===== config.mk =====
export PLATFORM = sky130hd
export DESIGN_NAME = write_align
export DESIGN_NICKNAME = d
export VERILOG_FILES = /design/src/logic/align_pkg.sv /design/src/logic/addr_split.sv /design/src/logic/write_align.sv
export SDC_FILE = /design/constraint.sdc
export NUM_CORES = 1
export LEC_CHECK = 0
export ABC_CLOCK_PERIOD_IN_PS = 900
export BUFFER_PORTS_ARGS = -buffer_cell sky130_fd_sc_hd__buf_2
export CORE_AREA = 2 2 134 136
export DETAILED_ROUTE_END_ITERATION = 7
export DIE_AREA = 0 0 136 138
export PLACE_DENSITY = 0.42
export SYNTH_ARGS = -nofsm -noshare
export SYNTH_HDL_FRONTEND = slang
export SYNTH_SLANG_ARGS = --single-unit

===== constraint.sdc =====
create_clock -name vclk -period 0.9
set_input_delay 0.18 -clock vclk [all_inputs]
set_output_delay 0.18 -clock vclk [all_outputs]
set_load 0.03 [all_outputs]

===== src/logic/align_pkg.sv =====
package align_pkg;

  localparam int WIDTH      = 32;
  localparam int NUMADDR    = 1000;
  localparam int BITADDR    = 10;
  localparam int NUMWRDS    = 4;
  localparam int BITWRDS    = 2;
  localparam int NUMSROW    = 250;
  localparam int BITSROW    = 8;
  localparam int MEMWDTH    = NUMWRDS * WIDTH;  // One SRAM row
  localparam int SRAM_DELAY = 2;

  // Logical write request
  typedef struct packed {
    logic               valid;
    logic [BITADDR-1:0] adr;
    logic [WIDTH-1:0]   din;
    logic [WIDTH-1:0]   bw;   // Per-bit write enable
  } wr_req_t;

  // Logical read request
  typedef struct packed {
    logic               valid;
    logic [BITADDR-1:0] adr;
  } rd_req_t;

  // Row write to the wide SRAM
  typedef struct packed {
    logic               valid;
    logic [BITSROW-1:0] adr;
    logic [MEMWDTH-1:0] din;
    logic [MEMWDTH-1:0] bw;
  } mem_wr_t;

  // Row read to the wide SRAM
  typedef struct packed {
    logic               valid;
    logic [BITSROW-1:0] adr;
  } mem_rd_t;

endpackage


===== src/logic/addr_split.sv =====
`timescale 1ns/10ps

module addr_split (
  input  logic [align_pkg::BITADDR-1:0] vaddr,
  output logic [align_pkg::BITSROW-1:0] vrow,
  output logic [align_pkg::BITWRDS-1:0] vword
);
  import align_pkg::*;

  generate
    if (NUMWRDS == (1 << BITWRDS)) begin : g_pow2
      assign vrow  = BITSROW'(vaddr >> BITWRDS);  // Plain bit slice
      assign vword = vaddr[BITWRDS-1:0];
    end else begin : g_np2
      assign vrow  = BITSROW'(vaddr / NUMWRDS);
      assign vword = BITWRDS'(vaddr % NUMWRDS);
    end
  endgenerate

  // Every legal logical address must land on an existing row
  always_comb begin
    if (vaddr < NUMADDR) begin
      assert (vrow < NUMSROW)
        else $error("addr_split row %0d out of range for address %0d", vrow, vaddr);
    end
  end

endmodule


===== src/logic/write_align.sv =====
`timescale 1ns/10ps

module write_align (
  input  align_pkg::wr_req_t wr_req,
  output align_pkg::mem_wr_t mem_wr
);
  import align_pkg::*;

  logic [BITSROW-1:0] wr_row;
  logic [BITWRDS-1:0] wr_word;

  addr_split wr_split (
    .vaddr (wr_req.adr),
    .vrow  (wr_row),
    .vword (wr_word)
  );

  // Data goes to every lane, only the addressed lane gets mask bits
  always_comb begin
    mem_wr.valid = wr_req.valid;
    mem_wr.adr   = wr_row;
    for (int i = 0; i < NUMWRDS; i++) begin
      mem_wr.din[i*WIDTH +: WIDTH] = wr_req.din;
      if (wr_word == BITWRDS'(i)) begin
        mem_wr.bw[i*WIDTH +: WIDTH] = wr_req.bw;
      end else begin
        mem_wr.bw[i*WIDTH +: WIDTH] = '0;  // Neighbors untouched
      end
    end
  end

endmodule


After elaboration in Yosys (flattened, before gate mapping):

Cells that the tools add are included.

* bits in read-only memories: 0
* bits in registers: 0
* latch bits: 0
* RAM bits: 0
* output and inout port bits: 265
* bits of input ports: 75
* memories kept: 0

* div/mod/pow operators: 0
* muxes and demuxes: 4
* order comparisons: 0
* multipliers: 0
* shifts and indexed selects: 0
* reduce and logical (&&, ||, !) cells: 1
* add/sub/neg operators: 0
* eq/ne operators: 3
* bitwise operators: 0

Operator list (count)
* $mux W32: 4
* $eq A2 B2 Y1 const B: 2
* $eq A2 B1 Y1 const B: 1
* $logic_not A2 Y1: 1

Depth between registers and ports, before layout:

* word-level depth: 2
* depth in mapped cells: 3

Hierarchy:

Synthesis repeated with hierarchy kept, for this count alone.

* cells, all modules: 295
* area total of the unflattened synthesis: 2317.2 sq um

Modules (own cells, without submodules)
* write_align: area an instance 2242.2 sq um, cells each 285, times used 1
* addr_split: area an instance 75.1 sq um, cells each 10, times used 1

Least setup slack after synthesis:

Ideal clock, no wire load.

* path kind: input to output
* from: input wr_req[65] (netlist name)
* to: output mem_wr[12] (netlist name)
* data arrival time: 1201 ps
* slack: -481 ps
* stages on the path: 3
* path through: buf_4 buf_6 nor3b_1

RTL lines
* start, declared: RTL line write_align.sv:4 `input align_pkg::wr_req_t wr_req,`
* end, declared: RTL line write_align.sv:5 `output align_pkg::mem_wr_t mem_wr`

==> qor.txt <==
Result of the run = finished with violations
Violations in the final reports = negative setup slack
Worst Tran Pin Value = 0.1570 ns
Part of the total power dissipated in sequential elements = 0%
Initial detailed-routing violation count = 43
Part of the cycle the worst path needs = 120.5%
Iteration count of the initial detailed-routing pass = 4
Total placed cells including tap cells = 535
Syn Nets = 368
Critical path launch point = wr_req[65]
Final Instance Count excl. Fillers = 567
Starting density of the core = 13.11%
Drt drc = 0
Final number of setup-violating endpoints = 128
Hold path startpoint = wr_req[70]
Setup repair after global routing missed its margin = true
Max Slew Vio Count = 0
Number of sequential storage elements = 0
Placed Area = 2754 sq um
Commonest cells after routing, fill and taps aside = sky130_fd_sc_hd__buf_6, sky130_fd_sc_hd__and3b_2, sky130_fd_sc_hd__nor3b_4, sky130_fd_sc_hd__and3_4, sky130_fd_sc_hd__buf_2
Post-layout power = 0.002411 W
Cell internal power dissipation = 0.001284 W
Total Die Area = 18770 sq um
Wire length after detailed routing = 9912 microns
Total number of yosys warnings = 0
Wire length of the first global-routing pass = 13950 microns
Switching pwr = 0.001126 W
Count of standard-cell rows = 49
GRT busiest layer = met2
Worst path slowest cell = sky130_fd_sc_hd__bufbuf_16
GR Layer Usage met3 = 1.100%
Peak VDD IR = 0.1887 mV
GRT overflow = 0
Number of buffers inserted by hold repair at cts = 0
Number of global-route vias before repair = 2267
Post-DP HPWL = 5141 microns
Core footprint = 17530 sq um
Routability congestion estimate from global placement = 0.6883
I/O pin count = 340
Crit Path Class = in2out
Final Util = 26.76%
Pin count of the biggest net entering global routing = 15
Number of fill cells in the layout = 1795
Met2 layer usage reported by global route = 18.91%
Die X-Extent = 136 microns
Area of the mapped netlist = 2298 sq um
Maximum clock frequency = 0.9217 GHz
Hold Vio Cnt, Final = 0
Fraction of the yosys area taken by sequential cells = 0%
Terminating pin of the worst hold path = mem_wr[260]
Netlist cell types = 7
Smallest setup slack after layout = -0.1849 ns
Data arrival time of the critical path = 0.90 ns
Final-layout clock buffer total = 0
Area occupied by registers = 0 sq um
Post-Place Setup Slack = -0.3731 ns
Via density per instance = 3.769
Power density over the cells = 513.8 nW/um^2
Syn_area_per_cell = 7.845 sq um
Worst-path fanout max = 5
Combinational share of power = 100.0%
Wirelength per Cell = 17.48 microns
Clock network fraction of total power = 0%
Max-capacitance violation count = 0
Final critical path time including I/O delays and setup = 1.085 ns
Post-route design area = 4692 sq um
Synthesis-to-layout area growth = 104.1%
Met1 track demand over resource in global routing = 10.18%
GR Util All Layers = 9.478%
Antenna Cells = 0
Leakage dissipation = 2.225 nW
CP cell instances = bufbuf_16 > buf_16 > and3b_2 > buf_6
Vias post-DR = 2137
Initial antenna violation count = 0
Leading cell type in the layout, fill and taps excluded = sky130_fd_sc_hd__buf_6
Number of nets with antenna violations after routing = 0
Height of the chip = 138 microns
Synthesized instance count = 293
Data required time of the worst path = 0.72 ns
Worst setup SP type = primary input
Share of final-layout standard cells stronger than drive strength 1 = 100.0%
Capturing element type of the critical path = primary output
Hold Path Depth = 0
Switching share of power = 46.72%
Largest stage delay, worst path = 0.26 ns
Net count of the finished layout = 415
Quantity of I/O buffers inserted on ports = 162
Slew Limit Headroom = 89.52%
Min-Delay Path Class = in2out
## synth_stat cells
cell type | n | area [sq um]
sky130_fd_sc_hd__buf_4 | 141 | 1059
sky130_fd_sc_hd__and3b_1 | 64 | 560.5
sky130_fd_sc_hd__and3_1 | 32 | 200.2
sky130_fd_sc_hd__nor3b_1 | 22 | 165.2
sky130_fd_sc_hd__buf_2 | 13 | 65.06
sky130_fd_sc_hd__buf_6 | 11 | 123.9
sky130_fd_sc_hd__nor3b_2 | 10 | 125.1
## layer usage
| layer | vias to the layer above | wire length (microns) | part of all wire [%] |
|---|---|---|---|
| met5 | - | 0 | 0 |
| met4 | 0 | 212 | 2.1 |
| met3 | 41 | 737 | 7.4 |
| met2 | 109 | 5474 | 55 |
| met1 | 1030 | 3488 | 35 |
| li1 | 957 | - | - |
## how the worst max path moves through the flow
stage                  end  slack (ns)
6_report        mem_wr[67]       -0.18
5_1_grt          mem_wr[7]       -0.23
4_1_cts          mem_wr[7]       -0.18
3_5_place_dp   mem_wr[112]       -0.37
3_3_place_gp    mem_wr[68]       -0.36
2_1_floorplan    mem_wr[0]       -0.09
## cell type report
class / instances / area, sq um / area share [%]
timing repair buffer: 210 / 2804 / 59.76
tap: 229 / 286.5 / 6.107
multi-input combinational: 128 / 1602 / 34.13
## cells by family after synthesis
logic type             Yosys count  synth area share, %
buffers and inverters          165                54.27
and+or+nand+nor                128                45.73
## worst max-delay path, delay by kind of cell
kind | cells | cell delay, ns
simple gates | 1 | 0.20
buf+inv | 3 | 0.53
## stage by stage
stage          hold slack (ns)  setup TNS [ns]
2_1_floorplan           0.4917          -3.851
3_3_place_gp            0.3602          -38.66
3_5_place_dp            0.3602          -40.55
4_1_cts                 0.3602          -14.43
5_1_grt                 0.3601          -14.94
6_report                0.3600          -12.67
## what timing repair did
item | 4_1_cts | 5_1_grt
setup buffers | 2 | 1
gates cloned | 27 | 4
endpoints found under the setup margin | 128 | 128
pin swaps | 29 | 19
resized for setup | 350 | 2
## power by group through the flow
stage	sequential, W	clock [W]	combinational, W
2_1_floorplan	0	0	0.00225
3_3_place_gp	0	0	0.00145
3_5_place_dp	0	0	0.00145
4_1_cts	0	0	0.00237
5_1_grt	0	0	0.00251
6_report	0	0	0.00241
(Power assumes the default switching activity.)
