===== config.mk =====
export PLATFORM = sky130hd
export DESIGN_NAME = read_align
export DESIGN_NICKNAME = d
export VERILOG_FILES = /design/src/logic/align_pkg.sv /design/src/logic/addr_split.sv /design/src/logic/read_align.sv
export SDC_FILE = /design/constraint.sdc
export NUM_CORES = 1
export LEC_CHECK = 0
export BUFFER_PORTS_ARGS = -buffer_cell sky130_fd_sc_hd__buf_2
export CAP_MARGIN = 5
export CORE_MARGIN = 2
export CORE_UTILIZATION = 40
export CTS_CLUSTER_SIZE = 16
export DETAILED_ROUTE_END_ITERATION = 6
export MAX_ROUTING_LAYER = met4
export PLACE_DENSITY = 0.87
export SYNTH_ARGS = -nofsm -noshare
export SYNTH_HDL_FRONTEND = slang
export SYNTH_SLANG_ARGS = --single-unit
export TNS_END_PERCENT = 10

===== constraint.sdc =====
create_clock -name rd_clk -period 3.88 [get_ports rd_clk]
set_input_delay 0.776 -clock rd_clk [delete_from_list [all_inputs] [get_ports rd_clk]]
set_output_delay 0.776 -clock rd_clk [all_outputs]
set_load 0.02 [all_outputs]

===== src/logic/align_pkg.sv =====
package align_pkg;

  localparam int WIDTH      = 32;
  localparam int NUMADDR    = 1000;
  localparam int BITADDR    = 10;
  localparam int NUMWRDS    = 4;
  localparam int BITWRDS    = 2;
  localparam int NUMSROW    = 250;
  localparam int BITSROW    = 8;
  localparam int MEMWDTH    = NUMWRDS * WIDTH;  // One SRAM row
  localparam int SRAM_DELAY = 2;

  // Logical write request
  typedef struct packed {
    logic               valid;
    logic [BITADDR-1:0] adr;
    logic [WIDTH-1:0]   din;
    logic [WIDTH-1:0]   bw;   // Per-bit write enable
  } wr_req_t;

  // Logical read request
  typedef struct packed {
    logic               valid;
    logic [BITADDR-1:0] adr;
  } rd_req_t;

  // Row write to the wide SRAM
  typedef struct packed {
    logic               valid;
    logic [BITSROW-1:0] adr;
    logic [MEMWDTH-1:0] din;
    logic [MEMWDTH-1:0] bw;
  } mem_wr_t;

  // Row read to the wide SRAM
  typedef struct packed {
    logic               valid;
    logic [BITSROW-1:0] adr;
  } mem_rd_t;

endpackage


===== src/logic/addr_split.sv =====
`timescale 1ns/10ps

module addr_split (
  input  logic [align_pkg::BITADDR-1:0] vaddr,
  output logic [align_pkg::BITSROW-1:0] vrow,
  output logic [align_pkg::BITWRDS-1:0] vword
);
  import align_pkg::*;

  generate
    if (NUMWRDS == (1 << BITWRDS)) begin : g_pow2
      assign vrow  = BITSROW'(vaddr >> BITWRDS);  // Plain bit slice
      assign vword = vaddr[BITWRDS-1:0];
    end else begin : g_np2
      assign vrow  = BITSROW'(vaddr / NUMWRDS);
      assign vword = BITWRDS'(vaddr % NUMWRDS);
    end
  endgenerate

  // Every legal logical address must land on an existing row
  always_comb begin
    if (vaddr < NUMADDR) begin
      assert (vrow < NUMSROW)
        else $error("addr_split row %0d out of range for address %0d", vrow, vaddr);
    end
  end

endmodule


===== src/logic/read_align.sv =====
`timescale 1ns/10ps

module read_align (
  input  logic                         rd_clk,
  input  logic                         wr_rst,
  input  align_pkg::rd_req_t           rd_req,
  output align_pkg::mem_rd_t           mem_rd,
  input  logic [align_pkg::MEMWDTH-1:0] mem_rd_dout,
  output logic                         rd_vld,
  output logic [align_pkg::WIDTH-1:0]  rd_dout
);
  import align_pkg::*;

  logic [BITSROW-1:0]    rd_row;
  logic [BITWRDS-1:0]    rd_word;
  logic [SRAM_DELAY-1:0] pipe_vld;                // One bit per read in flight
  logic [BITWRDS-1:0]    pipe_word [SRAM_DELAY];
  logic [WIDTH-1:0]      lane_sel;

  addr_split rd_split (
    .vaddr (rd_req.adr),
    .vrow  (rd_row),
    .vword (rd_word)
  );

  always_comb begin
    mem_rd.valid = rd_req.valid;  // Row read issued right away
    mem_rd.adr   = rd_row;
  end

  always_ff @(posedge rd_clk) begin
    if (wr_rst) begin
      pipe_vld <= '0;
      rd_vld   <= 1'b0;
    end else begin
      pipe_vld <= SRAM_DELAY'({pipe_vld, rd_req.valid});
      rd_vld   <= pipe_vld[SRAM_DELAY-1];
    end
  end

  always_ff @(posedge rd_clk) begin
    pipe_word[0] <= rd_word;
    for (int i = 1; i < SRAM_DELAY; i++) begin
      pipe_word[i] <= pipe_word[i-1];
    end
  end

  // Lane of the returning row, lined up with the SRAM output
  assign lane_sel = mem_rd_dout[pipe_word[SRAM_DELAY-1]*WIDTH +: WIDTH];

  always_ff @(posedge rd_clk) begin
    if (pipe_vld[SRAM_DELAY-1]) begin
      rd_dout <= lane_sel;
    end
  end

  assert_rd_latency: assert property (@(posedge rd_clk) disable iff (wr_rst)
    rd_req.valid |-> ##(SRAM_DELAY+1) rd_vld);

  // No spurious results either
  assert_rd_no_extra: assert property (@(posedge rd_clk) disable iff (wr_rst)
    rd_vld |-> $past(rd_req.valid, SRAM_DELAY+1));

endmodule


# Word-level counts from Yosys, hierarchy flattened

Memory sizes are Yosys's and may differ from the RTL's.
Index checks and enable logic that the tools add are counted.

Bits in registers: 35
Bits in writable memories: 4
Word-level logic and storage cells: 5
Memories: 1

Memories:

| name      | words | width | read ports | clocked after Yosys merged registers in | write ports | line             | text |
|---|---|---|---|---|---|---|---|
| pipe_word | 2     | 2     | 2          | 0                                       | 2           | read_align.sv:17 | `logic [BITWRDS-1:0] pipe_word [SRAM_DELAY];` |

Shifts and indexed selects: 1

Operators by type and width:

| operator            | count |
|---|---|
| $shiftx A128 B8 Y32 | 1 |

# Depth between registers and ports, before layout

Depth in word-level cells: 1
Mapped depth: 3
Mapped depth without buffers: 1

# Cells and area by module

From an unflattened synthesis, not the netlist that was laid out.

Cell total of the unflattened synthesis: 92
Area total of the unflattened synthesis: 2016.9 µm²

Modules (own cells, without submodules):

| module     | instances | cells an instance | area each (µm²) |
|---|---|---|---|
| read_align | 1         | 82                | 1941.9 |
| addr_split | 1         | 10                | 75.1 |

# Worst setup path after synthesis

Ideal clock, no wire load.

Path kind: in2out
Start point: in rd_req[2] (netlist name)
End point: out mem_rd[0] (netlist name)
Arrival time: 910 ps
Required time: 3104 ps
Setup slack: 2194 ps
Cell stages on the path: 1
Path buffers: 1
Path through: buf_4

RTL lines:

| item               | line            | text |
|---|---|---|
| start: declaration | read_align.sv:6 | `input align_pkg::rd_req_t rd_req,` |
| end: declaration   | read_align.sv:7 | `output align_pkg::mem_rd_t mem_rd,` |

No word-level cell between the ends.

==> impl_metrics.yaml <==
clock_tree:
  clkLatencyLatePin_ns: 0.28
  clkSinkCount: 39
  cts_setup_buffers: 0
  ctsHoldBuffers: 0
  numCtsBuffers: 5
  cts_tree: "built"
  clkTransAtPathRegs_ns: 0.08
  htreeDepth: 2
  clockRootBuffer: "clkbuf_8"
  post_cts_resized: 0
  cts_buffer_depth: 2
place:
  place_area_um2: 2780
  dp_cells: 309
  numPortBuffers: 166
  post-place-ws_ns: 1.88
  gp_congestion: 0.747
grt:
  grtUsageTotal_pct: 20.0
  grt.busiest_layer: "met2"
  grt_pass1_vias: 1608
  grt_max_degree: 34
  grt_overflow: 0
  grt_util_met2_pct: 35.8
  antenna_found_initial: 0
  use_met3_pct: 4.82
  grt_use_met1_pct: 21.4
  grt_pass1_wl_um: 7710
sta:
  max_freq_mhz: 506
  period_share_pct: 50.9
  hold_viol: 0
  maxSlewViolCount: 0
  slew_headroom_pct: 28.1
  setup_slack_ns: 1.90
  finalSetupViolCount: 0
  worst_slew_pin_slew_ns: 1.08
  tns_ns: 0
  rsz0062_at_grt: "false"
  skew_ns: 0.00667
  min_period_ns: 1.98
  whs_ns: 0.332
setup_path:
  end_kind: "register"
  crit_required_ns: 3.90
  cpLargestDelayFamily: "flip-flops"
  critPathMaxStageDelay_ns: 1.05
  start_kind: "register"
  crit_fanout: 32
  crit_chain: "mux4_1"
  timing_worst_setup_path_type: "register to register"
  crit_slowest_cell: "dfxtp_2"
  worst_ep_arrival_time_ns: 2.00
  critPathBufInv: 0
detailed_routing:
  ant_nets: 0
  first_pass_iters: 3
  viasPerCell: 4.94
  drt_drc_violations_left: 0
  routed_wl_um: 5620
  wl_per_cell_um: 17.7
  vias: 1567
  drtIter0Drc: 68
layout:
  utilization_pct: 59.8
  synthToLayoutAreaGrowth_pct: 43.1
  final_common_cell: "buf_2"
  stdcell_count: 317
  fillers: 379
  num-nets-final: 390
  drive_gt1_share_pct: 82.4
  fin_area_um2: 2860
  final_cell_mix: "166 x buf_2, 32 x edfxtp_1, 30 x mux4_2"
  num_antenna_cells: 0
floorplan:
  ios: 183
  die_x_um: 74.7
  die_h_um: 74.7
  die_area_um2: 5590
  core_area_um2: 4790
  row_count: 25
  initial_core_util_pct: 41.8
yosys:
  yosys_warnings: 0
  syn_area_um2: 2000
  seq_area_frac_synth_pct: 55.0
  avgSynthCellArea_um2: 22.2
  synth_seq_cells: 39
  syn-instance-count: 90
  synth_nets: 231
  yosysUniqueCellTypes: 9
pwr:
  power_mw: 0.915
  p_sw_mw: 0.208
  irDropWorstVdd_mv: 0.170
  p_int_mw: 0.707
  p_leak_nw: 1.28
  sequentialPowerShare_pct: 53.6
  pwr-share-comb_pct: 17.8
  pwr-share-clk_pct: 28.6
  cellPowerDensity_nw_per_um2: 319
  switching_share_pct: 22.7
flow_run:
  max_cap_viol_count: 0
min_path:
  min_path_type: "register to register"
run_status:
  status: "finished clean"
routing by layer:
metal,part of all wire (%),wire length (µm),vias to the layer above
met4,2.4,137,0
met1,32,1790,756
met5,0,0,-
met2,57,3210,98
li1,-,-,702
met3,8.4,474,11
power groups by stage:
stage	sequential [mW]	clock [mW]	combinational, mW
final	0.491	0.261	0.163
after CTS	0.491	0.272	0.165
after floorplan	0.507	0	0.0921
after detailed placement	0.501	0	0.165
after global placement	0.500	0	0.156
after global routing	0.494	0.284	0.175
registers in the layout, summed over array words and instances, names as in the netlist:
register	flops
rd_dout	32
pipe_vld	2
pipe_word	4
rd_vld	1
cell families after synthesis:
kind of cell	count (synthesis)	synth area share [%]
multiplexers	32	36.4
flip-flops	39	55.0
AND/OR/NAND/NOR	3	0.938
buffers and inverters	16	7.69
cell usage after synthesis:
master     n  area [µm²]
buf_12     3        60.1
buf_2      3        15.0
buf_4      9        67.6
buf_6      1        11.3
dfxtp_1    7         140
edfxtp_1  32         961
mux4_1     2        52.6
mux4_2    30         676
nor2b_1    3        18.8
area by class of cell:
type                            count  area [µm²]  share of cell area (%)
Clock buffer                        6        72.6                    2.53
Clock inverter                      2        12.5                   0.437
Multi-Input combinational cell     35         747                    26.1
Sequential cell                    39        1100                    38.5
Tap cell                           67        83.8                    2.93
Timing Repair Buffer              168         846                    29.5
worst paths after layout:
path / from / to / slack [ns] / depth (start not counted)
setup / recovery: pipe_word[0][2] / rd_dout[31] / 1.90 / 1
hold / removal: pipe_word[0][1] / pipe_word[0][3] / 0.33 / 0
setup reg to reg: pipe_word[0][2] / rd_dout[31] / 1.90 / 1
hold reg to reg: pipe_word[0][1] / pipe_word[0][3] / 0.33 / 0
(Power assumes the default switching activity.)
